`config.mk`:
```
export PLATFORM = sky130hd
export DESIGN_NAME = sprite_memory
export DESIGN_NICKNAME = d
export VERILOG_FILES = /design/src/sprite_pkg.sv /design/src/sprite_memory.sv
export SDC_FILE = /design/constraint.sdc
export NUM_CORES = 1
export LEC_CHECK = 0
export BUFFER_PORTS_ARGS = -buffer_cell sky130_fd_sc_hd__buf_2
export CAP_MARGIN = 20
export CORE_MARGIN = 4
export CORE_UTILIZATION = 60
export CTS_CLUSTER_SIZE = 12
export DETAILED_ROUTE_END_ITERATION = 7
export PLACE_DENSITY = 0.81
export SLEW_MARGIN = 20
export SYNTH_ARGS = -nofsm -noshare
export SYNTH_HDL_FRONTEND = slang
export SYNTH_SLANG_ARGS = --single-unit
```
`constraint.sdc`:
```
create_clock -name clock -period 6.4 [get_ports clock]
set_clock_uncertainty 0.1 [all_clocks]
set_input_delay 0.64 -clock clock [delete_from_list [all_inputs] [get_ports clock]]
set_output_delay 0.64 -clock clock [all_outputs]
set_load 0.1 [all_outputs]
```
`src/sprite_pkg.sv`:
```
package sprite_pkg;

    // sprite bitmap memory, two 4-bit pixels per byte
    localparam int SPRITE_NUM = 4;
    localparam int SPRITE_SIZE = 8;
    localparam int SPRITE_ADDR_SIZE = 7;
    localparam int SPRITE_ID_W = $clog2(SPRITE_NUM);

    // screen and framebuffer, address is y*64 + x
    localparam int SCREEN_W = 64;
    localparam int SCREEN_H = 48;
    localparam int FB_ADDR_W = 12;
    localparam int FB_DEPTH = SCREEN_W * SCREEN_H;

    // VGA timing in clocks and lines
    localparam int H_ACTIVE = 64;
    localparam int H_FRONT = 4;
    localparam int H_SYNC = 8;
    localparam int H_BACK = 4;
    localparam int H_TOTAL = H_ACTIVE + H_FRONT + H_SYNC + H_BACK;
    localparam int V_ACTIVE = 48;
    localparam int V_FRONT = 2;
    localparam int V_SYNC = 2;
    localparam int V_BACK = 4;
    localparam int V_TOTAL = V_ACTIVE + V_FRONT + V_SYNC + V_BACK;
    localparam int H_CNT_W = $clog2(H_TOTAL);
    localparam int V_CNT_W = $clog2(V_TOTAL);

    // draw request queue
    localparam int QUEUE_DEPTH = 8;
    localparam int QUEUE_PTR_W = $clog2(QUEUE_DEPTH);
    localparam int QUEUE_COUNT_W = QUEUE_PTR_W + 1;

    typedef enum logic [7:0] {
        CMD_NOP  = 8'h00,
        CMD_LOAD = 8'h01,
        CMD_DRAW = 8'h02
    } cmd_t;

    // fixed palette, {red, green, blue}
    localparam logic [14:0] PALETTE [16] = '{
        {5'd0, 5'd0, 5'd0},    {5'd0, 5'd0, 5'd20},   {5'd0, 5'd20, 5'd0},   {5'd0, 5'd20, 5'd20},
        {5'd20, 5'd0, 5'd0},   {5'd20, 5'd0, 5'd20},  {5'd20, 5'd20, 5'd0},  {5'd24, 5'd24, 5'd24},
        {5'd12, 5'd12, 5'd12}, {5'd0, 5'd0, 5'd31},   {5'd0, 5'd31, 5'd0},   {5'd0, 5'd31, 5'd31},
        {5'd31, 5'd0, 5'd0},   {5'd31, 5'd0, 5'd31},  {5'd31, 5'd31, 5'd0},  {5'd31, 5'd31, 5'd31}
    };

endpackage

```
`src/sprite_memory.sv`:
```
`timescale 1ns/1ps

module sprite_memory (
    input wire logic clock,
    input logic wr_en,
    input logic [sprite_pkg::SPRITE_ADDR_SIZE-1:0] wr_addr,
    input logic [7:0] wr_data,
    input logic [sprite_pkg::SPRITE_ADDR_SIZE-1:0] rd_addr,
    output logic [7:0] rd_data
);
    import sprite_pkg::*;

    // 32 bytes per sprite, high nibble is the left pixel
    logic [7:0] mem [2**SPRITE_ADDR_SIZE];

    always_ff @(posedge clock) begin
        if (wr_en) begin
            mem[wr_addr] <= wr_data;
        end
    end

    // registered read, data valid one clock after rd_addr
    always_ff @(posedge clock) begin
        rd_data <= mem[rd_addr];
    end

endmodule

```
==> impl_metrics.env <==
export IMPL_grt_ovfl_total=0
export IMPL_clk_latency_ns=0.68
export IMPL_critPathArrivalTime_ns=3.96
export IMPL_rsz0062_at_grt="no"
export IMPL_cts_buffers=99
export IMPL_crit_fanout=70
export IMPL_die_width_um=265
export IMPL_timing_rr_end="rd_data[1]$_DFF_P_"
export IMPL_hold_viol=0
export IMPL_min_to="mem[117][5]$_DFFE_PP_"
export IMPL_ys_seq_elements=1032
export IMPL_cts_tree="done"
export IMPL_post_cts_resized=0
export IMPL_post_route_util_pct=67.1
export IMPL_worstSetupPathType="primary input to flop"
export IMPL_final_seq_area_um2=30900
export IMPL_cts_buffer_depth=3
export IMPL_worst_r2r_path_depth=4
export IMPL_grt_pass1_wl_mm=142
export IMPL_dp_cells=2455
export IMPL_final_nets=1725
export IMPL_maxCapViolCount=0
export IMPL_min_from="wr_data[5]"
export IMPL_min_path_type="primary input to flop"
export IMPL_required_ns=6.83
export IMPL_peakVddDrop_mv=0.323
export IMPL_power_density_nw_per_um2=310
export IMPL_synthMostInstantiatedCell="edfxtp_1"
export IMPL_worst_pin_slew_ns=1.19
export IMPL_place_gp_congestion=0.853
export IMPL_fin_crit_sh_pct=55.1
export IMPL_detail_route_antenna_nets=0
export IMPL_setup_violations_final=0
export IMPL_synthCells=1635
export IMPL_design_portCount=32
export IMPL_synth_top_area_share_pct=77.5
export IMPL_async_reset_ff_share_pct=0
export IMPL_min_period_ns=3.53
export IMPL_setup_tns_final_ns=0
export IMPL_clk_pin_slew_ns=0.06
export IMPL_stdcell_count=2607
export IMPL_max_freq_ghz=0.284
export IMPL_syn_nets=1659
export IMPL_syn_cell_area_um2=39700
export IMPL_avgSynthCellArea_um2=24.3
export IMPL_finalPower_mw=13.5
export IMPL_synth_ff_type="edfxtp_1"
export IMPL_die_area_um2=70300
export IMPL_p_leak_nw=13.2
export IMPL_routed_wl_mm=97.8
export IMPL_antenna_found_initial=4
export IMPL_synth_edff_count=1024
export IMPL_rows=93
export IMPL_grt_max_degree=129
export IMPL_track_usage_pct=28.4
export IMPL_hold_depth=1
export IMPL_dr_pass1_iters=6
export IMPL_viasPerCell=7.13
export IMPL_core_area_um2=64900
export IMPL_synth_top_area_cell="edfxtp_1"
export IMPL_fillers=3658
export IMPL_htreeDepth=3
export IMPL_postCtsSetupBuffers=0
export IMPL_num_vias=18600
export IMPL_start_util_pct=61.1
export IMPL_cp_start_kind="primary input"
export IMPL_synth_area_leaders="edfxtp_1 78%, mux4_2 19%, nor2_1 1.2%"
export IMPL_slew_viol_final=0
export IMPL_drive_gt1_share_pct=29.2
export IMPL_synth_warnings=0
export IMPL_dp_hpwl_mm=51.9
export IMPL_wl_per_cell_um=37.5
export IMPL_synth_cell_types=17
export IMPL_maxSlewHeadroom_pct=20.6
export IMPL_area_delta_synth_final_pct=9.77
export IMPL_multiInputGateArea_um2=8380
export IMPL_root_buffer="clkbuf_16"
export IMPL_yosysSeqAreaShare_pct=77.9
export IMPL_reg2reg_slack_ns=3.75
export IMPL_ys_top_cells_by_count="1024 x edfxtp_1, 336 x mux4_2, 122 x nor2_1"
export IMPL_cts_sinks=1032
export IMPL_die_h_um=265
export IMPL_grt_pass1_vias=19400
export IMPL_drc=0
export IMPL_reg2reg_from="mem[119][1]$_DFFE_PP_"
export IMPL_end_kind="flop"
export IMPL_outcome="completed"
export IMPL_drt_iter0_markers=3182
export IMPL_cts_hold_buf=0
export IMPL_port_buffers=31
==> worst max-delay path by stage <==
stage / from / endpoint / slack (ns) / depth (start not counted)
floorplan: rd_addr[0] / rd_data[0]$_DFF_P_ / 3.16 / 6
global placement: rd_addr[0] / rd_data[1]$_DFF_P_ / 2.24 / 6
detailed placement: rd_addr[0] / rd_data[2]$_DFF_P_ / 2.22 / 6
CTS: rd_addr[0] / rd_data[1]$_DFF_P_ / 2.85 / 6
global route: rd_addr[0] / rd_data[1]$_DFF_P_ / 2.71 / 6
finish: rd_addr[0] / rd_data[1]$_DFF_P_ / 2.87 / 6
==> report_power, final <==
| group | internal [mW] | switching [mW] |
|---|---|---|
| Sequential | 7.47 | 0.0288 |
| Clock | 2.86 | 2.42 |
| Combinational | 0.270 | 0.472 |
| Total | 10.6 | 2.92 |
==> per-stage QoR <==
| stage | setup WS, ns | hold WS (ns) | instance area [um2] |
|---|---|---|---|
| finish | 2.87 | 0.360 | 43500 |
| global route | 2.71 | 0.382 | 43500 |
| CTS | 2.85 | 0.350 | 43500 |
| detailed placement | 2.22 | 1.03 | 40800 |
| global placement | 2.24 | 1.02 | 40800 |
| floorplan | 3.16 | 0.639 | 39700 |
==> critical path: stages <==
cell and delay (ns):
buf_8 0.53, buf_12 0.52, mux4_2 0.60, mux4_2 0.57, mux4_2 0.61, mux2_2 0.31
==> area by class of cell <==
| class | instances | area share [%] |
|---|---|---|
| tap | 855 | 2.46 |
| multi-input combinational | 514 | 19.2 |
| antenna | 7 | 0.0402 |
| sequential | 1032 | 71.0 |
| timing repair buffer | 54 | 0.963 |
| clock inverter | 14 | 0.244 |
| clock buffer | 131 | 6.06 |
==> cells in the final DEF (no fill, tap or decap), drive strengths merged <==
| master | count |
|---|---|
| nor2b | 7 |
| clkbuf | 131 |
| nand2 | 14 |
| or3 | 1 |
| mux4 | 336 |
| nand3 | 12 |
| inv | 2 |
| buf | 54 |
| nor3 | 9 |
| mux2 | 8 |
| nand2b | 2 |
| diode | 7 |
| dfxtp | 8 |
| edfxtp | 1024 |
| nor2 | 122 |
| nand4 | 3 |
| clkinvlp | 1 |
| clkinv | 11 |
==> kinds of logic after synthesis <==
kind of cell	synth area share [%]
DFF	77.9
muxes	19.3
and+or+nand+nor	1.76
buffers and inverters	1.01
==> registers in the layout, summed over array words and instances (netlist names) <==
| name | count |
|---|---|
| rd_data | 8 |
| mem | 1024 |
==> metal layers <==
metal  part of all wire [%]  vias to the layer above  wire [um]  track usage (%)
li1                       -                     7122          -                -
met1                     33                     9749      32500             36.8
met2                     52                     1460      51100             48.1
met3                    9.4                      269       9200             5.38
met4                    5.1                        0       4950             12.4
met5                      0                        -          0                0
(Power assumes the default switching activity.)
