`src/sprite_pkg.sv`:
```
package sprite_pkg;

    // sprite bitmap memory, two 4-bit pixels per byte
    localparam int SPRITE_NUM = 4;
    localparam int SPRITE_SIZE = 8;
    localparam int SPRITE_ADDR_SIZE = 7;
    localparam int SPRITE_ID_W = $clog2(SPRITE_NUM);

    // screen and framebuffer, address is y*64 + x
    localparam int SCREEN_W = 64;
    localparam int SCREEN_H = 48;
    localparam int FB_ADDR_W = 12;
    localparam int FB_DEPTH = SCREEN_W * SCREEN_H;

    // VGA timing in clocks and lines
    localparam int H_ACTIVE = 64;
    localparam int H_FRONT = 4;
    localparam int H_SYNC = 8;
    localparam int H_BACK = 4;
    localparam int H_TOTAL = H_ACTIVE + H_FRONT + H_SYNC + H_BACK;
    localparam int V_ACTIVE = 48;
    localparam int V_FRONT = 2;
    localparam int V_SYNC = 2;
    localparam int V_BACK = 4;
    localparam int V_TOTAL = V_ACTIVE + V_FRONT + V_SYNC + V_BACK;
    localparam int H_CNT_W = $clog2(H_TOTAL);
    localparam int V_CNT_W = $clog2(V_TOTAL);

    // draw request queue
    localparam int QUEUE_DEPTH = 8;
    localparam int QUEUE_PTR_W = $clog2(QUEUE_DEPTH);
    localparam int QUEUE_COUNT_W = QUEUE_PTR_W + 1;

    typedef enum logic [7:0] {
        CMD_NOP  = 8'h00,
        CMD_LOAD = 8'h01,
        CMD_DRAW = 8'h02
    } cmd_t;

    // fixed palette, {red, green, blue}
    localparam logic [14:0] PALETTE [16] = '{
        {5'd0, 5'd0, 5'd0},    {5'd0, 5'd0, 5'd20},   {5'd0, 5'd20, 5'd0},   {5'd0, 5'd20, 5'd20},
        {5'd20, 5'd0, 5'd0},   {5'd20, 5'd0, 5'd20},  {5'd20, 5'd20, 5'd0},  {5'd24, 5'd24, 5'd24},
        {5'd12, 5'd12, 5'd12}, {5'd0, 5'd0, 5'd31},   {5'd0, 5'd31, 5'd0},   {5'd0, 5'd31, 5'd31},
        {5'd31, 5'd0, 5'd0},   {5'd31, 5'd0, 5'd31},  {5'd31, 5'd31, 5'd0},  {5'd31, 5'd31, 5'd31}
    };

endpackage

```
`src/sprite_queue.sv`:
```
`timescale 1ns/1ps

module sprite_queue (
    input wire logic clock,
    input logic rst_n,
    input logic push,
    input logic [sprite_pkg::SPRITE_ID_W-1:0] push_id,
    input logic [7:0] push_x,
    input logic [7:0] push_y,
    input logic dequeue,
    output logic empty,
    output logic full,
    output logic [sprite_pkg::QUEUE_COUNT_W-1:0] count,
    output logic [sprite_pkg::SPRITE_ID_W-1:0] head_id,
    output logic [7:0] head_x,
    output logic [7:0] head_y
);
    import sprite_pkg::*;

    logic [SPRITE_ID_W-1:0] id_mem [QUEUE_DEPTH];
    logic [7:0] x_mem [QUEUE_DEPTH];
    logic [7:0] y_mem [QUEUE_DEPTH];
    logic [QUEUE_PTR_W-1:0] rd_ptr;
    logic [QUEUE_PTR_W-1:0] wr_ptr;
    logic do_push;

    assign do_push = push && !full;
    assign empty = count == '0;
    assign full = count == QUEUE_COUNT_W'(QUEUE_DEPTH);

    // show-ahead head
    assign head_id = id_mem[rd_ptr];
    assign head_x = x_mem[rd_ptr];
    assign head_y = y_mem[rd_ptr];

    always_ff @(posedge clock) begin
        if (do_push) begin
            id_mem[wr_ptr] <= push_id;
            x_mem[wr_ptr] <= push_x;
            y_mem[wr_ptr] <= push_y;
        end
    end

    always_ff @(posedge clock or negedge rst_n) begin
        if (!rst_n) begin
            rd_ptr <= '0;
            wr_ptr <= '0;
            count <= '0;
        end else begin
            if (do_push) begin
                wr_ptr <= wr_ptr + 1'b1;
            end
            if (dequeue) begin
                rd_ptr <= rd_ptr + 1'b1;
            end
            count <= count + QUEUE_COUNT_W'(do_push) - QUEUE_COUNT_W'(dequeue);
        end
    end

    // sprite_driver only pops a valid head
    assert property (@(posedge clock) disable iff (!rst_n) dequeue |-> !empty)
        else $error("dequeue while queue empty");

endmodule

```
`config.mk`:
```
export PLATFORM = sky130hd
export DESIGN_NAME = sprite_queue
export DESIGN_NICKNAME = d
export VERILOG_FILES = /design/src/sprite_pkg.sv /design/src/sprite_queue.sv
export SDC_FILE = /design/constraint.sdc
export NUM_CORES = 1
export LEC_CHECK = 0
export ABC_AREA = 1
export BUFFER_PORTS_ARGS = -buffer_cell sky130_fd_sc_hd__buf_4
export CORE_MARGIN = 2
export CORE_UTILIZATION = 55
export CTS_CLUSTER_DIAMETER = 150
export CTS_CLUSTER_SIZE = 14
export DETAILED_ROUTE_END_ITERATION = 16
export GPL_TIMING_DRIVEN = 0
export PLACE_DENSITY = 0.73
export SYNTH_ARGS = -nofsm -noshare
export SYNTH_HDL_FRONTEND = slang
export SYNTH_SLANG_ARGS = --single-unit
```
`constraint.sdc`:
```
create_clock -name clock -period 3 [get_ports clock]
set_input_delay 0.45 -clock clock [delete_from_list [all_inputs] [get_ports clock]]
set_output_delay 0.45 -clock clock [all_outputs]
set_load 0.01 [all_outputs]
```
==> metrics.md <==
| Metric | Value |
|---|---|
| Detailed Route WL | approximately 16 mm |
| PD cells | about 1000 nW/um2 |
| Fill cell count | approximately 900 |
| Internal | about 0.0055 W |
| Crit Path Max Fanout | 10 |
| Worst Hold Path EP | y_mem[0][1] |
| Clock sink count | approximately 150 |
| RSZ-0062 raised after global routing | no |
| GP Congestion | approximately 0.76 |
| Share of post-route cells with drive strength above 1 | 0.156 |
| Area of the multi-input gates | around 1600 um2 |
| Placed instance area | around 7600 um2 |
| Post-route DRC | 0 |
| Cell count after synthesis | ~700 |
| Main combinational cell family by area after synthesis | simple AND/OR/NAND/NOR gates |
| Die Y | ~120 um |
| Switching pwr | around 0.003 W |
| CP cell instances | inv_1 -> ha_1 -> nand2_1 -> nand2_1 -> buf_4 -> nor3_2 -> buf_4 |
| CTS tree | built |
| Area growth syn-to-layout | 20.3% |
| Final min period | between 2 and 2.5 ns |
| Diodes inserted | 0 |
| Synth area leader | edfxtp_1 |
| R2R setup slack | ~0.51 ns |
| Synth top area cells | edfxtp_1 (63%), nand2_1 (13%), inv_1 (8.5%) |
| Overall global routing resource usage | 0.255 |
| VDD IR-drop max | approximately 0.66 mV |
| Hold crit path type | input port to flop |
| Initial antenna violation count | 0 |
| Core Box Area | around 12000 um2 |
| Hold depth | 1 |
| Clock transition at path regs | 0.06 ns |
| Status | complete, no violations |
| Post-synth cell types | 20 |
| Mux share of post-synthesis cell area | 0 |
| Max Cap Violations | 0 |
| IO buf count | 45 |
| Synthesized area | 6900 um2 |
| Final Non-Filler Cells | around 950 |
| Hpwl dp | ~10 mm |
| First-pass GRT wire length | ~24 mm |
| Arrival @ worst endpoint | approximately 2.6 ns |
| # H-tree levels | 4 |
| Sw Share | 0.350 |
| Setup CP Type | flop to flop |
| DRT iter0 DRCs | about 550 |
| Placed insts | 913 |
| Worst-Margin Slew | ~0.99 ns |
| Starting Density | 0.570 |
| R2r startpoint | count[2] |
| Crit. End Element | flop |
| Fin crit share | 0.830 |
| FF-to-FF End | x_mem[5][1] |
| Cell family with most CP delay | simple AND/OR/NAND/NOR gates |
| Largest net degree at the start of global routing | 17 |
| Yosys Warn Count | 0 |
| IO Pins | between 40 and 50 |
| DR vias/cell | 5.09 |
| Synthesized area per cell | 10.0 um2 |
| Worst EP required | 3.12 ns |
| LEAKAGE | roughly 3.9 nW |
| DR vias | ~4800 |
| Clock Tree Root | clkbuf_16 |
| Syn nets | roughly 700 |
| Die ar. | 13500 um2 |
| Sequential share of power | 0.335 |
| Final Skew | approximately 0.0069 ns |
| Hold Buf Count CTS | 1 |
| Gate power share | 0.382 |
| Post-CTS Setup Bufs | 0 |
| Site row count | 40 |
| Worst-Skew Late Latency | between 0.4 and 0.5 ns |
| Setup violators final | 0 |
| Compound-Gate Fraction of Synth Area | 0.00218 |
| # nets final | ~800 |
| Drt pass-1 iters | 5 |
| FF/Latch Area | 4570 um2 |
| Register area share after synthesis | 0.663 |
| Post-synthesis adder-cell area fraction | 0.0174 |
| Final Hold Vio Count | 0 |
| CP bufs+invs | 3 |
| Die width | around 120 um |
| Seq cells post-synth | between 150 and 200 |
| Clock power frac | 0.283 |
| WL per Instance | between 15 and 20 um |
| Synth Area in XOR/XNOR | 0.00761 |
| Vias in the first global route | roughly 4900 |
| Max Fclk | around 400 MHz |
| Number of gates resized after cts | 0 |
| Fraction of the mapped netlist area in simple logic gates | 0.195 |
| Antenna Nets Post-Route | 0 |
| Fin area | 8300 um2 |
| Total grt overflow | 0 |
| CTS buffer count | 17 |
| CP max stage cell | nor3_2 |
| Hold Crit Start | push_y[1] |
| Clock Path Buffers | 2 |
| Slew Viols, Final | 0 |
| Top cell type's share of synthesized area | 0.626 |
| Worst r2r path cells | 7 |
| Slowest cell delay on critical path | approximately 0.74 ns |
| Rel. slew slack | 0.335 |
| Type of origin of the critical path | flop |
==> worst max-delay path by stage <==
stage | start | end | cells after the start
after CTS | count[2] | x_mem[4][0] | 7
after global routing | count[2] | x_mem[4][0] | 7
after floorplan | count[2] | id_mem[4][0] | 6
after detailed placement | count[2] | y_mem[4][0] | 7
after global placement | count[2] | x_mem[1][6] | 6
final | count[2] | x_mem[5][1] | 7
==> sequential cells by signal, summed over array words and instances, names as in the netlist <==
| register | cells |
|---|---|
| y_mem | 64 |
| wr_ptr | 3 |
| rd_ptr | 3 |
| x_mem | 64 |
| count | 4 |
| id_mem | 16 |
==> metal layers <==
metal  GRT usage  up-vias  part of all wire
li1            -     2303                 -
met5           0        -                 0
met3      0.0800       41             0.086
met1       0.306     2237              0.39
met4       0.136        0             0.027
met2       0.416      230              0.50
==> layout make-up <==
| cell class | instances | share of cell area |
|---|---|---|
| multi-input combinational | 348 | 0.189 |
| timing repair buffer | 58 | 0.0573 |
| inverter | 160 | 0.0726 |
| buffer | 26 | 0.0232 |
| clock inverter | 8 | 0.0232 |
| sequential | 154 | 0.551 |
| tap | 168 | 0.0253 |
| clock buffer | 24 | 0.0580 |
==> through the flow <==
step                      hold WS (ns)  setup TNS [ns]  total power [W]   util  worst slack, ns
final                            0.246               0          0.00853  0.686            0.511
after global routing             0.239               0          0.00901  0.686            0.337
after CTS                        0.236               0          0.00854  0.686            0.464
after detailed placement         0.294               0          0.00610  0.629            0.500
after global placement           0.288         -115.60          0.00590  0.615           -0.855
after floorplan                  0.154               0          0.00482      -            0.314
==> power groups by stage <==
stage / clock [W] / combinational [W] / sequential (W)
floorplan: 0 / 0.00193 / 0.00288
global placement: 0 / 0.00301 / 0.00289
detailed placement: 0 / 0.00321 / 0.00289
CTS: 0.00243 / 0.00326 / 0.00285
global route: 0.00253 / 0.00360 / 0.00288
finish: 0.00242 / 0.00326 / 0.00285
==> cells in the final DEF (no fill, tap or decap) <==
master / netlist / layout
nand2_1: 246 / 246
inv_2: 1 / 1
nor3_2: 0 / 8
fa_1: 1 / 1
dfrtp_1: 10 / 10
clkbuf_16: 0 / 17
buf_4: 10 / 57
clkinv_1: 1 / 1
clkbuf_1: 0 / 4
dlygate4sd3_1: 0 / 1
clkbuf_8: 0 / 3
ha_1: 8 / 8
nor2_1: 1 / 1
inv_4: 1 / 1
nand3_1: 74 / 74
xor2_1: 4 / 4
buf_6: 6 / 16
xnor2_1: 2 / 2
nor3b_1: 1 / 1
inv_1: 157 / 157
clkinvlp_4: 0 / 1
o21ai_0: 2 / 2
buf_2: 10 / 10
clkinv_2: 0 / 1
edfxtp_1: 144 / 144
a21oi_1: 1 / 1
bufinv_16: 0 / 6
==> kinds of logic after synthesis <==
family | Yosys count
adders and majority gates | 9
DFF | 154
buffers and inverters | 186
AOI/OAI and AO/OA | 3
xor gates and xnor gates | 6
and+or+nand+nor | 330
==> synth_stat cells, drive strengths merged <==
library cell	number
edfxtp	144
a21oi	1
inv	159
ha	8
clkinv	1
o21ai	2
nor3	8
fa	1
buf	26
nand3	74
nor3b	1
nor2	1
xor2	4
dfrtp	10
nand2	246
xnor2	2
No activity file was read; power rests on OpenSTA's default activity.
