===== config.mk =====
export PLATFORM = sky130hd
export DESIGN_NAME = screen_driver
export DESIGN_NICKNAME = d
export VERILOG_FILES = /design/src/sprite_pkg.sv /design/src/screen_driver.sv
export SDC_FILE = /design/constraint.sdc
export NUM_CORES = 1
export LEC_CHECK = 0
export ABC_CLOCK_PERIOD_IN_PS = 4100
export BUFFER_PORTS_ARGS = -buffer_cell sky130_fd_sc_hd__buf_2
export CAP_MARGIN = 20
export CORE_UTILIZATION = 53
export DETAILED_ROUTE_END_ITERATION = 16
export PLACE_DENSITY = 0.85
export SYNTH_ARGS = -nofsm -noshare
export SYNTH_HDL_FRONTEND = slang
export SYNTH_SLANG_ARGS = --single-unit

===== constraint.sdc =====
create_clock -name clock -period 4.1 [get_ports clock]
set_input_delay 0.615 -clock clock [delete_from_list [all_inputs] [get_ports clock]]
set_output_delay 0.615 -clock clock [all_outputs]
set_load 0.03 [all_outputs]

===== src/sprite_pkg.sv =====
package sprite_pkg;

    // sprite bitmap memory, two 4-bit pixels per byte
    localparam int SPRITE_NUM = 4;
    localparam int SPRITE_SIZE = 8;
    localparam int SPRITE_ADDR_SIZE = 7;
    localparam int SPRITE_ID_W = $clog2(SPRITE_NUM);

    // screen and framebuffer, address is y*64 + x
    localparam int SCREEN_W = 64;
    localparam int SCREEN_H = 48;
    localparam int FB_ADDR_W = 12;
    localparam int FB_DEPTH = SCREEN_W * SCREEN_H;

    // VGA timing in clocks and lines
    localparam int H_ACTIVE = 64;
    localparam int H_FRONT = 4;
    localparam int H_SYNC = 8;
    localparam int H_BACK = 4;
    localparam int H_TOTAL = H_ACTIVE + H_FRONT + H_SYNC + H_BACK;
    localparam int V_ACTIVE = 48;
    localparam int V_FRONT = 2;
    localparam int V_SYNC = 2;
    localparam int V_BACK = 4;
    localparam int V_TOTAL = V_ACTIVE + V_FRONT + V_SYNC + V_BACK;
    localparam int H_CNT_W = $clog2(H_TOTAL);
    localparam int V_CNT_W = $clog2(V_TOTAL);

    // draw request queue
    localparam int QUEUE_DEPTH = 8;
    localparam int QUEUE_PTR_W = $clog2(QUEUE_DEPTH);
    localparam int QUEUE_COUNT_W = QUEUE_PTR_W + 1;

    typedef enum logic [7:0] {
        CMD_NOP  = 8'h00,
        CMD_LOAD = 8'h01,
        CMD_DRAW = 8'h02
    } cmd_t;

    // fixed palette, {red, green, blue}
    localparam logic [14:0] PALETTE [16] = '{
        {5'd0, 5'd0, 5'd0},    {5'd0, 5'd0, 5'd20},   {5'd0, 5'd20, 5'd0},   {5'd0, 5'd20, 5'd20},
        {5'd20, 5'd0, 5'd0},   {5'd20, 5'd0, 5'd20},  {5'd20, 5'd20, 5'd0},  {5'd24, 5'd24, 5'd24},
        {5'd12, 5'd12, 5'd12}, {5'd0, 5'd0, 5'd31},   {5'd0, 5'd31, 5'd0},   {5'd0, 5'd31, 5'd31},
        {5'd31, 5'd0, 5'd0},   {5'd31, 5'd0, 5'd31},  {5'd31, 5'd31, 5'd0},  {5'd31, 5'd31, 5'd31}
    };

endpackage


===== src/screen_driver.sv =====
`timescale 1ns/1ps

module screen_driver (
    input wire logic clock,
    input logic rst_n,
    input logic [3:0] scan_data,
    output logic [sprite_pkg::FB_ADDR_W-1:0] scan_addr,
    output logic vga_hsync,
    output logic vga_vsync,
    output logic [4:0] vga_red,
    output logic [4:0] vga_green,
    output logic [4:0] vga_blue
);
    import sprite_pkg::*;

    logic [H_CNT_W-1:0] h_cnt;
    logic [V_CNT_W-1:0] v_cnt;
    logic active;
    logic active_d;
    logic hsync_area;
    logic vsync_area;
    logic [14:0] colour;

    assign active = h_cnt < H_CNT_W'(H_ACTIVE) && v_cnt < V_CNT_W'(V_ACTIVE);
    assign hsync_area = h_cnt >= H_CNT_W'(H_ACTIVE + H_FRONT)
        && h_cnt < H_CNT_W'(H_ACTIVE + H_FRONT + H_SYNC);
    assign vsync_area = v_cnt >= V_CNT_W'(V_ACTIVE + V_FRONT)
        && v_cnt < V_CNT_W'(V_ACTIVE + V_FRONT + V_SYNC);

    // y*64 + x, parked at zero during blanking
    assign scan_addr = active ? {v_cnt, h_cnt[5:0]} : '0;

    always_ff @(posedge clock or negedge rst_n) begin
        if (!rst_n) begin
            h_cnt <= '0;
            v_cnt <= '0;
            vga_hsync <= 1'b1;
            vga_vsync <= 1'b1;
            active_d <= 1'b0;
        end else begin
            if (h_cnt == H_CNT_W'(H_TOTAL - 1)) begin
                h_cnt <= '0;
                if (v_cnt == V_CNT_W'(V_TOTAL - 1)) begin
                    v_cnt <= '0;
                end else begin
                    v_cnt <= v_cnt + 1'b1;
                end
            end else begin
                h_cnt <= h_cnt + 1'b1;
            end
            // delayed one clock to line up with scan_data
            vga_hsync <= !hsync_area;
            vga_vsync <= !vsync_area;
            active_d <= active;
        end
    end

    assign colour = PALETTE[scan_data];
    assign vga_red = active_d ? colour[14:10] : 5'd0;
    assign vga_green = active_d ? colour[9:5] : 5'd0;
    assign vga_blue = active_d ? colour[4:0] : 5'd0;

endmodule


==> results of run 1 <==
==> flip-flops by register name (all words and copies together), names as in the netlist <==
signal / cells
h_cnt: 7
active_d: 1
v_cnt: 6
vga_vsync: 1
vga_hsync: 1
==> power by group through the flow <==
stage | sequential (mW) | combinational (mW) | clock (mW)
2_1_floorplan | 0.161 | 0.0366 | 0
3_3_place_gp | 0.161 | 0.0494 | 0
3_5_place_dp | 0.161 | 0.0512 | 0
4_1_cts | 0.158 | 0.0512 | 0.108
5_1_grt | 0.158 | 0.0553 | 0.115
6_report | 0.158 | 0.0508 | 0.106
==> critical path, stage by stage, from the launching register on <==
cell and delay [ns]:
dfrtp_1 0.44, a21oi_1 0.64, and2_1 0.23, buf_2 0.20
==> per-stage QoR <==
step | area, um2 | power (mW) | utilization, %
2_1_floorplan | 1060 | 0.197 | -
3_3_place_gp | 1210 | 0.210 | 67.4
3_5_place_dp | 1210 | 0.212 | 67.4
4_1_cts | 1250 | 0.317 | 69.4
5_1_grt | 1250 | 0.328 | 69.4
6_report | 1250 | 0.314 | 69.4
==> path summary, 6_finish.rpt <==
check	startpoint	to	slack, ns	cells past startpoint
max	v_cnt[5]	scan_addr[11]	1.69	3
min	rst_n	h_cnt[3]	0.22	1
max reg2reg	h_cnt[0]	v_cnt[1]	2.49	4
min reg2reg	h_cnt[0]	h_cnt[0]	0.51	1
max in group asynchronous	rst_n	vga_vsync	3.58	1
min in group clock	h_cnt[0]	h_cnt[0]	0.51	1
==> cell families after synthesis <==
group | synth area share (%)
AO/OA/AOI/OAI | 16.5
XOR/XNOR | 4.12
adder cells (fa/ha/maj) | 2.35
buffers and inverters | 5.88
flip-flops | 37.9
multiplexers | 1.06
AND/OR/NAND/NOR | 32.2
==> layer usage <==
layer,vias to the layer above,GRT usage [%]
met5,-,0
met4,0,6.86
met3,4,4.62
met2,24,37.5
met1,443,29.3
li1,461,-
==> final cells by class <==
cell class	instances	area (um2)
Sequential cell	16	403
Fill cell	164	552
Multi-Input combinational cell	89	598
Tap cell	25	31.3
Inverter	3	11.3
Timing Repair Buffer	34	170
Clock buffer	4	36.3
==> Yosys cell counts (all sizes together) (2+ instances only) <==
library cell   n  area share [%]
nor2           6             2.8
o22ai          3             1.8
o21ai          9             4.2
xor2           4             3.3
nand2          5             1.8
nand3          5             2.4
a31oi          2             1.2
nor2b          4             2.4
inv            3             1.1
dfrtp         14              33
ha             2             2.4
and3           6             3.5
clkbuf         5             1.8
nand2b         4             2.4
or3b           2             1.9
o31ai          2             1.4
a21oi          3             1.4
buf            5             3.1
and2          17              10
a21boi         3             2.1
dfstp          2             4.9
==> metrics.txt, run 1 <==
status finished clean; Clock Skews 0.00402 ns; number of flops mapped to enable cells by yosys 0; final standard cell count with taps included and fillers excluded 171; effective utilization at floorplan 59.0%; count of yosys warnings during synthesis 0; data arrival at the endpoint of the critical path 1.79 ns; count of unique library cells instantiated by Yosys 37; crit path max fanout 13; Post-CTS Repair Setup Buffers 0; area overhead of the layout relative to synthesis 17.5%; Gate Count Post-Synth 118; number of antenna violations at the first check in global routing 0; H-Tree Level Count 1; residual antenna-violating net count after detailed routing 0; endpoint type of the worst setup path output pin; first drt pass iteration count 4; Worst Setup Start Kind register; most instantiated flip-flop cell in the synthesis netlist dfrtp_1; clock tree buffer depth 2; Core Region 1800 um2; maximum VDD drop 187 uV; final weighted congestion in routability-driven placement 0.757; Inst Count DP 167; clock insertion delay at the later pin of the skew report 0.29 ns; Met3 Wirelength 83 um; HPWL after detailed placement 1650 um; worst hold margin 0.219 ns; detailed-route via count 932; routed length on met1 997 um; leakage power 0.626 nW; fraction of final layout cells sized beyond drive strength 1 31.5%; remaining design rule violation count 0; clock group share of total power 33.6%; hold violation total from the final report 0; Setup WS pre-CTS 2.00 ns; minimum period implied by the final worst setup slack 2.41 ns; Die Y-Extent 46.8 um; number of flip-flops and latches in the synthesized netlist 16; routed wirelength normalized by instance count 12.8 um; via count of the first global-routing pass 787; overall die area 2190 um2; Total Nets Final 155; worst hold-check path type in2async; overflow left after global routing 0; chip width 46.8 um; crit share post-route 58.8%; leading cell type in the layout, fill and taps excluded buf_2; share of power burned in combinational logic 16.2%; total count of max-transition violations in the final report 0; power share of the sequential group 50.2%; share of flip-flops with an asynchronous set or reset after synthesis 100%; net switching power 0.0877 mW; number of diodes 0; top metal layer carrying routed signals met4; P_int 0.227 mW; switching share of power 27.9%; Power per Cell Area 251 nW/um2; average cell area after synthesis 9.01 um2; cells resized by post-CTS repair 0; clk sink count 16; slew at the pin closest to its max-slew limit 0.753 ns; count of final setup violators 0; setup TNS after final layout 0 ns; clock buffer count from CTS 3; via-per-instance ratio 5.45; setup repair after global routing missed its margin false; maximum number of pins on one net before global-route repair 17; Core Rows 15; achievable frequency 415 MHz; sequential fraction of the synthesis area 37.9%; nets in the synthesized netlist 126; clock-pin slew on the worst setup and hold paths 0.10 ns; count of max-cap constraint violations 0; DR WL met2 1080 um; crit path kind reg2out; highest-count cells in the layout ignoring fill and taps buf_2 (34), and2_1 (17), dfrtp_1 (14); hold-fix buffers at CTS 0; Max-slew headroom 49.8%; cell chosen for the clock root clkbuf_4; PnR worst setup slack 1.69 ns; post-synthesis instance area 1060 um2; sum of routed wire length over all layers 2180 um; quantity of I/O buffers inserted on ports 34; overall track demand over capacity in global routing 22.4%; critical path data required time 3.48 ns; global-route wire length before repair 3420 um; clock tree from TritonCTS built; I/O Pins 35; Detailed Route Iter0 Violations 22
(Power assumes the default switching activity.)
==> run 2: changes to the inputs <==
ABC_CLOCK_PERIOD_IN_PS = 2000   (was 4100)
CORE_UTILIZATION = 45   (was 53)
PLACE_DENSITY = 0.77   (was 0.85)
clock period = 2 ns   (was 4.1 ns; I/O delays follow)
==> metrics.txt, run 2 (synthesized netlist as in run 1, its figures left out) <==
power share of the sequential group 50.2% (about the same); minimum period implied by the final worst setup slack 1.80 ns; Die Y-Extent 50.6 um (+8.2%); count of final setup violators 0 (unchanged); number of antenna violations at the first check in global routing 0 (unchanged); achievable frequency 555 MHz; slew at the pin closest to its max-slew limit 0.366 ns (-0.386 ns); global-route wire length before repair 3820 um (+12%); chip width 50.6 um (+8.2%); leading cell type in the layout, fill and taps excluded buf_2; clock buffer count from CTS 3 (unchanged); CP delay by family, top flip-flops; maximum number of pins on one net before global-route repair 17 (unchanged); Post-CTS Repair Setup Buffers 0 (unchanged); data arrival at the endpoint of the critical path 1.50 ns (-0.29 ns); fraction of final layout cells sized beyond drive strength 1 32.4% (+0.93 points); share of power burned in combinational logic 16.1% (about the same); quantity of I/O buffers inserted on ports 34 (unchanged); crit path max fanout 8 (-5); CP max-delay cell dfrtp_1; via-per-instance ratio 5.35 (-1.9%); hold violation total from the final report 0 (unchanged); clk sink count 16 (unchanged); Max-slew headroom 75.5% (+26 points); Post-Layout Inst Area 1270 um2 (+2.0%); H-Tree Level Count 1 (unchanged); launch instance of the worst register-to-register path h_cnt[0]; clock tree from TritonCTS built; effective utilization at floorplan 48.1% (-11 points); clock tree buffer depth 2 (unchanged); largest stage delay on the critical path 0.46 ns (-0.18 ns); setup slack on the worst flop-to-flop path 0.43 ns (-2.06 ns); sum of routed wire length over all layers 2150 um (-1.6%); Critical Path Start v_cnt[5]; endpoint type of the worst setup path output pin; clock group share of total power 33.7% (about the same); worst hold-check path type in2async; Detailed Route Iter0 Violations 24 (+9.1%); final standard cell count with taps included and fillers excluded 176 (+2.9%); status finished clean; series of cell instances along the critical path a21oi_2 -> buf_4 -> and2_1 -> buf_2; maximum VDD drop 418 uV (+120%); Core Rows 17 (+2); buffers plus inverters on the worst setup path 2 (+1); I/O Pins 35 (unchanged); remaining design rule violation count 0 (unchanged); routed wirelength normalized by instance count 12.2 um (-4.4%); dpl cell area 1220 um2 (+0.93%); largest registers h_cnt (7), v_cnt (6); count of max-cap constraint violations 0 (unchanged); flip-flop count of the largest register, all copies and words added 7 (unchanged); cell chosen for the clock root clkbuf_4; critical path data required time 1.70 ns (-1.78 ns); final weighted congestion in routability-driven placement 0.771 (+1.8%); clock insertion delay at the later pin of the skew report 0.29 ns (about the same); leakage power 0.635 nW (+1.4%); via count of the first global-routing pass 849 (+7.9%); residual antenna-violating net count after detailed routing 0 (unchanged); detailed-route via count 941 (+0.97%); highest-count cells in the layout ignoring fill and taps buf_2 (34), and2_1 (17), dfrtp_1 (14); area overhead of the layout relative to synthesis 19.9%; Total Nets Final 157 (+1.3%); Clock Skews 0.00277 ns (-0.00125 ns); overall track demand over capacity in global routing 19.8% (-2.7 points); most flop-heavy register h_cnt; P_int 0.466 mW (+110%); Core Region 2210 um2 (+23%); worst hold margin 0.434 ns (+0.215 ns); total count of max-transition violations in the final report 0 (unchanged); crit path kind reg2out; setup repair after global routing missed its margin false; first drt pass iteration count 4 (unchanged); PnR worst setup slack 0.199 ns (-1.49 ns); Power per Cell Area 506 nW/um2 (+100%); number of diodes 0 (unchanged); HPWL after detailed placement 1590 um (-3.8%); overall die area 2560 um2 (+17%); Setup WS pre-CTS 0.394 ns (-1.61 ns); setup TNS after final layout 0 ns (unchanged); switching share of power 27.7% (-0.22 points); Worst Setup Start Kind register; clock-pin slew on the worst setup and hold paths 0.09 ns (about the same); overflow left after global routing 0 (unchanged); crit share post-route 90.1%; Inst Count DP 171 (+2.4%); net switching power 0.178 mW (+100%)
==> run 2: cell count changes in the layout (fill, tap and decap cells not counted), sizes merged <==
cell,previous run,this run
buf,34,35
dlygate4sd3,0,1
==> run 2: routing by layer <==
layer / GRT usage (%) / wire length, um / share of wire [%]
met1: 26.0 / 985 / 46
met5: 0 / 0 / 0
met2: 33.3 / 1050 / 49
met3: 2.12 / 86 / 4.0
met4: 6.94 / 23 / 1.1
==> run 2: layout make-up <==
cell class                      count  area [um2]
Tap cell                           28        35.0
Inverter                            3        11.3
Clock buffer                        4        36.3
Timing Repair Buffer               36         188
Sequential cell                    16         403
Fill cell                         209         937
Multi-Input combinational cell     89         602
==> run 2: path summary, 6_finish.rpt <==
check | endpoint | cells past startpoint
hold / removal | v_cnt[0] | 2
setup / recovery | scan_addr[6] | 4
hold reg to reg | h_cnt[0] | 1
min in group clock | h_cnt[0] | 1
max in group asynchronous | vga_hsync | 2
setup reg to reg | v_cnt[1] | 4
==> run 2: worst register-to-register path: stages (launching register included) <==
cell     delay (ns)
dfrtp_1        0.42
ha_1           0.23
nand3_1        0.25
nor2_4         0.23
mux2_1         0.34
==> run 2: stage by stage <==
step	total power [mW]	util, %
6_report	0.645	57.6
5_1_grt	0.672	57.6
3_5_place_dp	0.433	55.4
4_1_cts	0.644	57.5
2_1_floorplan	0.405	-
3_3_place_gp	0.431	55.4
==> run 2: power groups by stage <==
stage	clock (mW)	combinational (mW)	sequential, mW
final	0.217	0.104	0.323
after global routing	0.234	0.115	0.324
after CTS	0.215	0.105	0.323
after detailed placement	0	0.103	0.330
after global placement	0	0.101	0.330
after floorplan	0	0.0750	0.330
==> run 2: repair_timing <==
action | in CTS | in global routing
resized for setup | 0 | 1
hold buffers | 1 | 0
endpoints found under the setup margin | 0 | 8
endpoints found under the hold margin | 14 | 0
==> run 3: changes to the inputs <==
CORE_UTILIZATION = 30   (was 45)
MAX_ROUTING_LAYER = met4   (was default)
PLACE_DENSITY = 0.56   (was 0.77)
==> metrics.txt, run 3 (synthesized netlist as in run 1, its figures left out) <==
status finished clean; overall track demand over capacity in global routing 12.3% (-7.4 points); clock tree from TritonCTS built; Max-slew headroom 76.6% (+1.1 points); Post-Layout Inst Area 1300 um2 (+2.1%); worst reg-to-reg path cell count 4 (unchanged); effective utilization at floorplan 31.6% (-16 points); Clock Skews 0.00337 ns (+0.000593 ns); HPWL after detailed placement 1710 um (+7.6%); crit share post-route 86.5% (-3.6 points); achievable frequency 578 MHz (+4.2%); final weighted congestion in routability-driven placement 0.759 (-1.5%); via count of the first global-routing pass 812 (-4.4%); fraction of final layout cells sized beyond drive strength 1 32.2% (-0.22 points); leakage power 0.638 nW (+0.55%); routed wirelength normalized by instance count 11.2 um (-8.5%); cell chosen for the clock root clkbuf_4; data arrival at the endpoint of the critical path 1.43 ns (-0.07 ns); hold violation total from the final report 0 (unchanged); cells resized by post-CTS repair 0 (unchanged); count of max-cap constraint violations 0 (unchanged); Power per Cell Area 491 nW/um2 (-2.8%); clock-pin slew on the worst setup and hold paths 0.10 ns (about the same); total count of max-transition violations in the final report 0 (unchanged); largest registers h_cnt (7), v_cnt (6); I/O Pins 35 (unchanged); count of final setup violators 0 (unchanged); number of antenna violations at the first check in global routing 0 (unchanged); clock insertion delay at the later pin of the skew report 0.28 ns (about the same); detailed-route via count 923 (-1.9%); global-route wire length before repair 3440 um (-9.9%); clk sink count 16 (unchanged); Core Region 3360 um2 (+52%); highest-count cells in the layout ignoring fill and taps buf_2 (34), and2_1 (17), dfrtp_1 (14); leading cell type in the layout, fill and taps excluded buf_2; Total Nets Final 158 (+0.64%); area overhead of the layout relative to synthesis 22.4%; via-per-instance ratio 4.73 (-11%); Post-CTS Repair Setup Buffers 0 (unchanged); H-Tree Level Count 1 (unchanged); residual antenna-violating net count after detailed routing 0 (unchanged); maximum number of pins on one net before global-route repair 17 (unchanged); Worst Setup Start Kind register; Die Y-Extent 61.5 um (+22%); hold-fix buffers at CTS 1 (unchanged); crit path kind reg2out; setup TNS after final layout 0 ns (unchanged); setup slack on the worst flop-to-flop path 0.45 ns (+0.02 ns); clock tree buffer depth 2 (unchanged); setup repair after global routing missed its margin false; overflow left after global routing 0 (unchanged); chip width 61.5 um (+22%); critical path data required time 1.70 ns (about the same); number of diodes 0 (unchanged); overall die area 3790 um2 (+48%); endpoint type of the worst setup path output pin; most flop-heavy register h_cnt; sum of routed wire length over all layers 2180 um (+1.4%); worst hold-check path type in2async; slew at the pin closest to its max-slew limit 0.351 ns (-0.0147 ns); endpoint of the most critical register-to-register path v_cnt[1]; quantity of I/O buffers inserted on ports 34 (unchanged); clock buffer count from CTS 3 (unchanged); first drt pass iteration count 4 (unchanged); Detailed Route Iter0 Violations 32 (+33%); maximum VDD drop 203 uV (-52%); dpl cell area 1250 um2 (+2.5%); launch instance of the worst register-to-register path h_cnt[0]; Core Rows 21 (+4); crit path max fanout 7 (-1); minimum period implied by the final worst setup slack 1.73 ns (-0.0722 ns); flip-flop count of the largest register, all copies and words added 7 (unchanged); remaining design rule violation count 0 (unchanged)
## run 3: area by class of cell
type	instances	area, um2
Sequential cell	16	403
Clock buffer	4	36.3
Multi-Input combinational cell	89	598
Tap cell	46	57.6
Inverter	3	11.3
Timing Repair Buffer	37	195
Fill cell	377	2060
## run 3: worst max path at each step
stage | from | end | slack, ns | cells after the start
6_report | v_cnt[5] | scan_addr[4] | 0.27 | 4
5_1_grt | v_cnt[5] | scan_addr[4] | 0.19 | 4
4_1_cts | v_cnt[5] | scan_addr[4] | 0.25 | 4
3_5_place_dp | h_cnt[0] | v_cnt[1] | 0.46 | 4
3_3_place_gp | h_cnt[0] | v_cnt[1] | 0.51 | 4
2_1_floorplan | scan_data[3] | vga_blue[2] | 0.23 | 4
## run 3: critical path, stage by stage, from the launching register on
cell     delay, ns
dfrtp_1       0.46
a21oi_1       0.21
buf_4         0.17
and2_1        0.13
buf_2         0.19
## run 3: metal layers
layer	up-vias	part of all wire (%)	GRT usage [%]
met5	-	0	-
met4	0	0.37	2.86
met3	2	4.1	1.47
met2	21	50	21.4
met1	432	45	15.3
li1	468	-	-
## run 3: power by group
part           switching [mW]  total (mW)  internal, mW
clock network           0.101       0.211         0.111
logic                  0.0731       0.105        0.0316
registers                   0       0.323         0.323
## run 3: metrics by stage
stage / utilization [%] / power, mW / cells / hold slack [ns] / worst slack (ns)
3_5_place_dp: 37.3 / 0.434 / 190 / 0.237 / 0.459
5_1_grt: 38.7 / 0.666 / 195 / 0.488 / 0.192
6_report: 38.7 / 0.639 / 195 / 0.446 / 0.271
3_3_place_gp: 37.3 / 0.432 / 190 / 0.226 / 0.507
4_1_cts: 38.7 / 0.645 / 195 / 0.459 / 0.245
2_1_floorplan: - / 0.405 / 118 / 0.00441 / 0.233
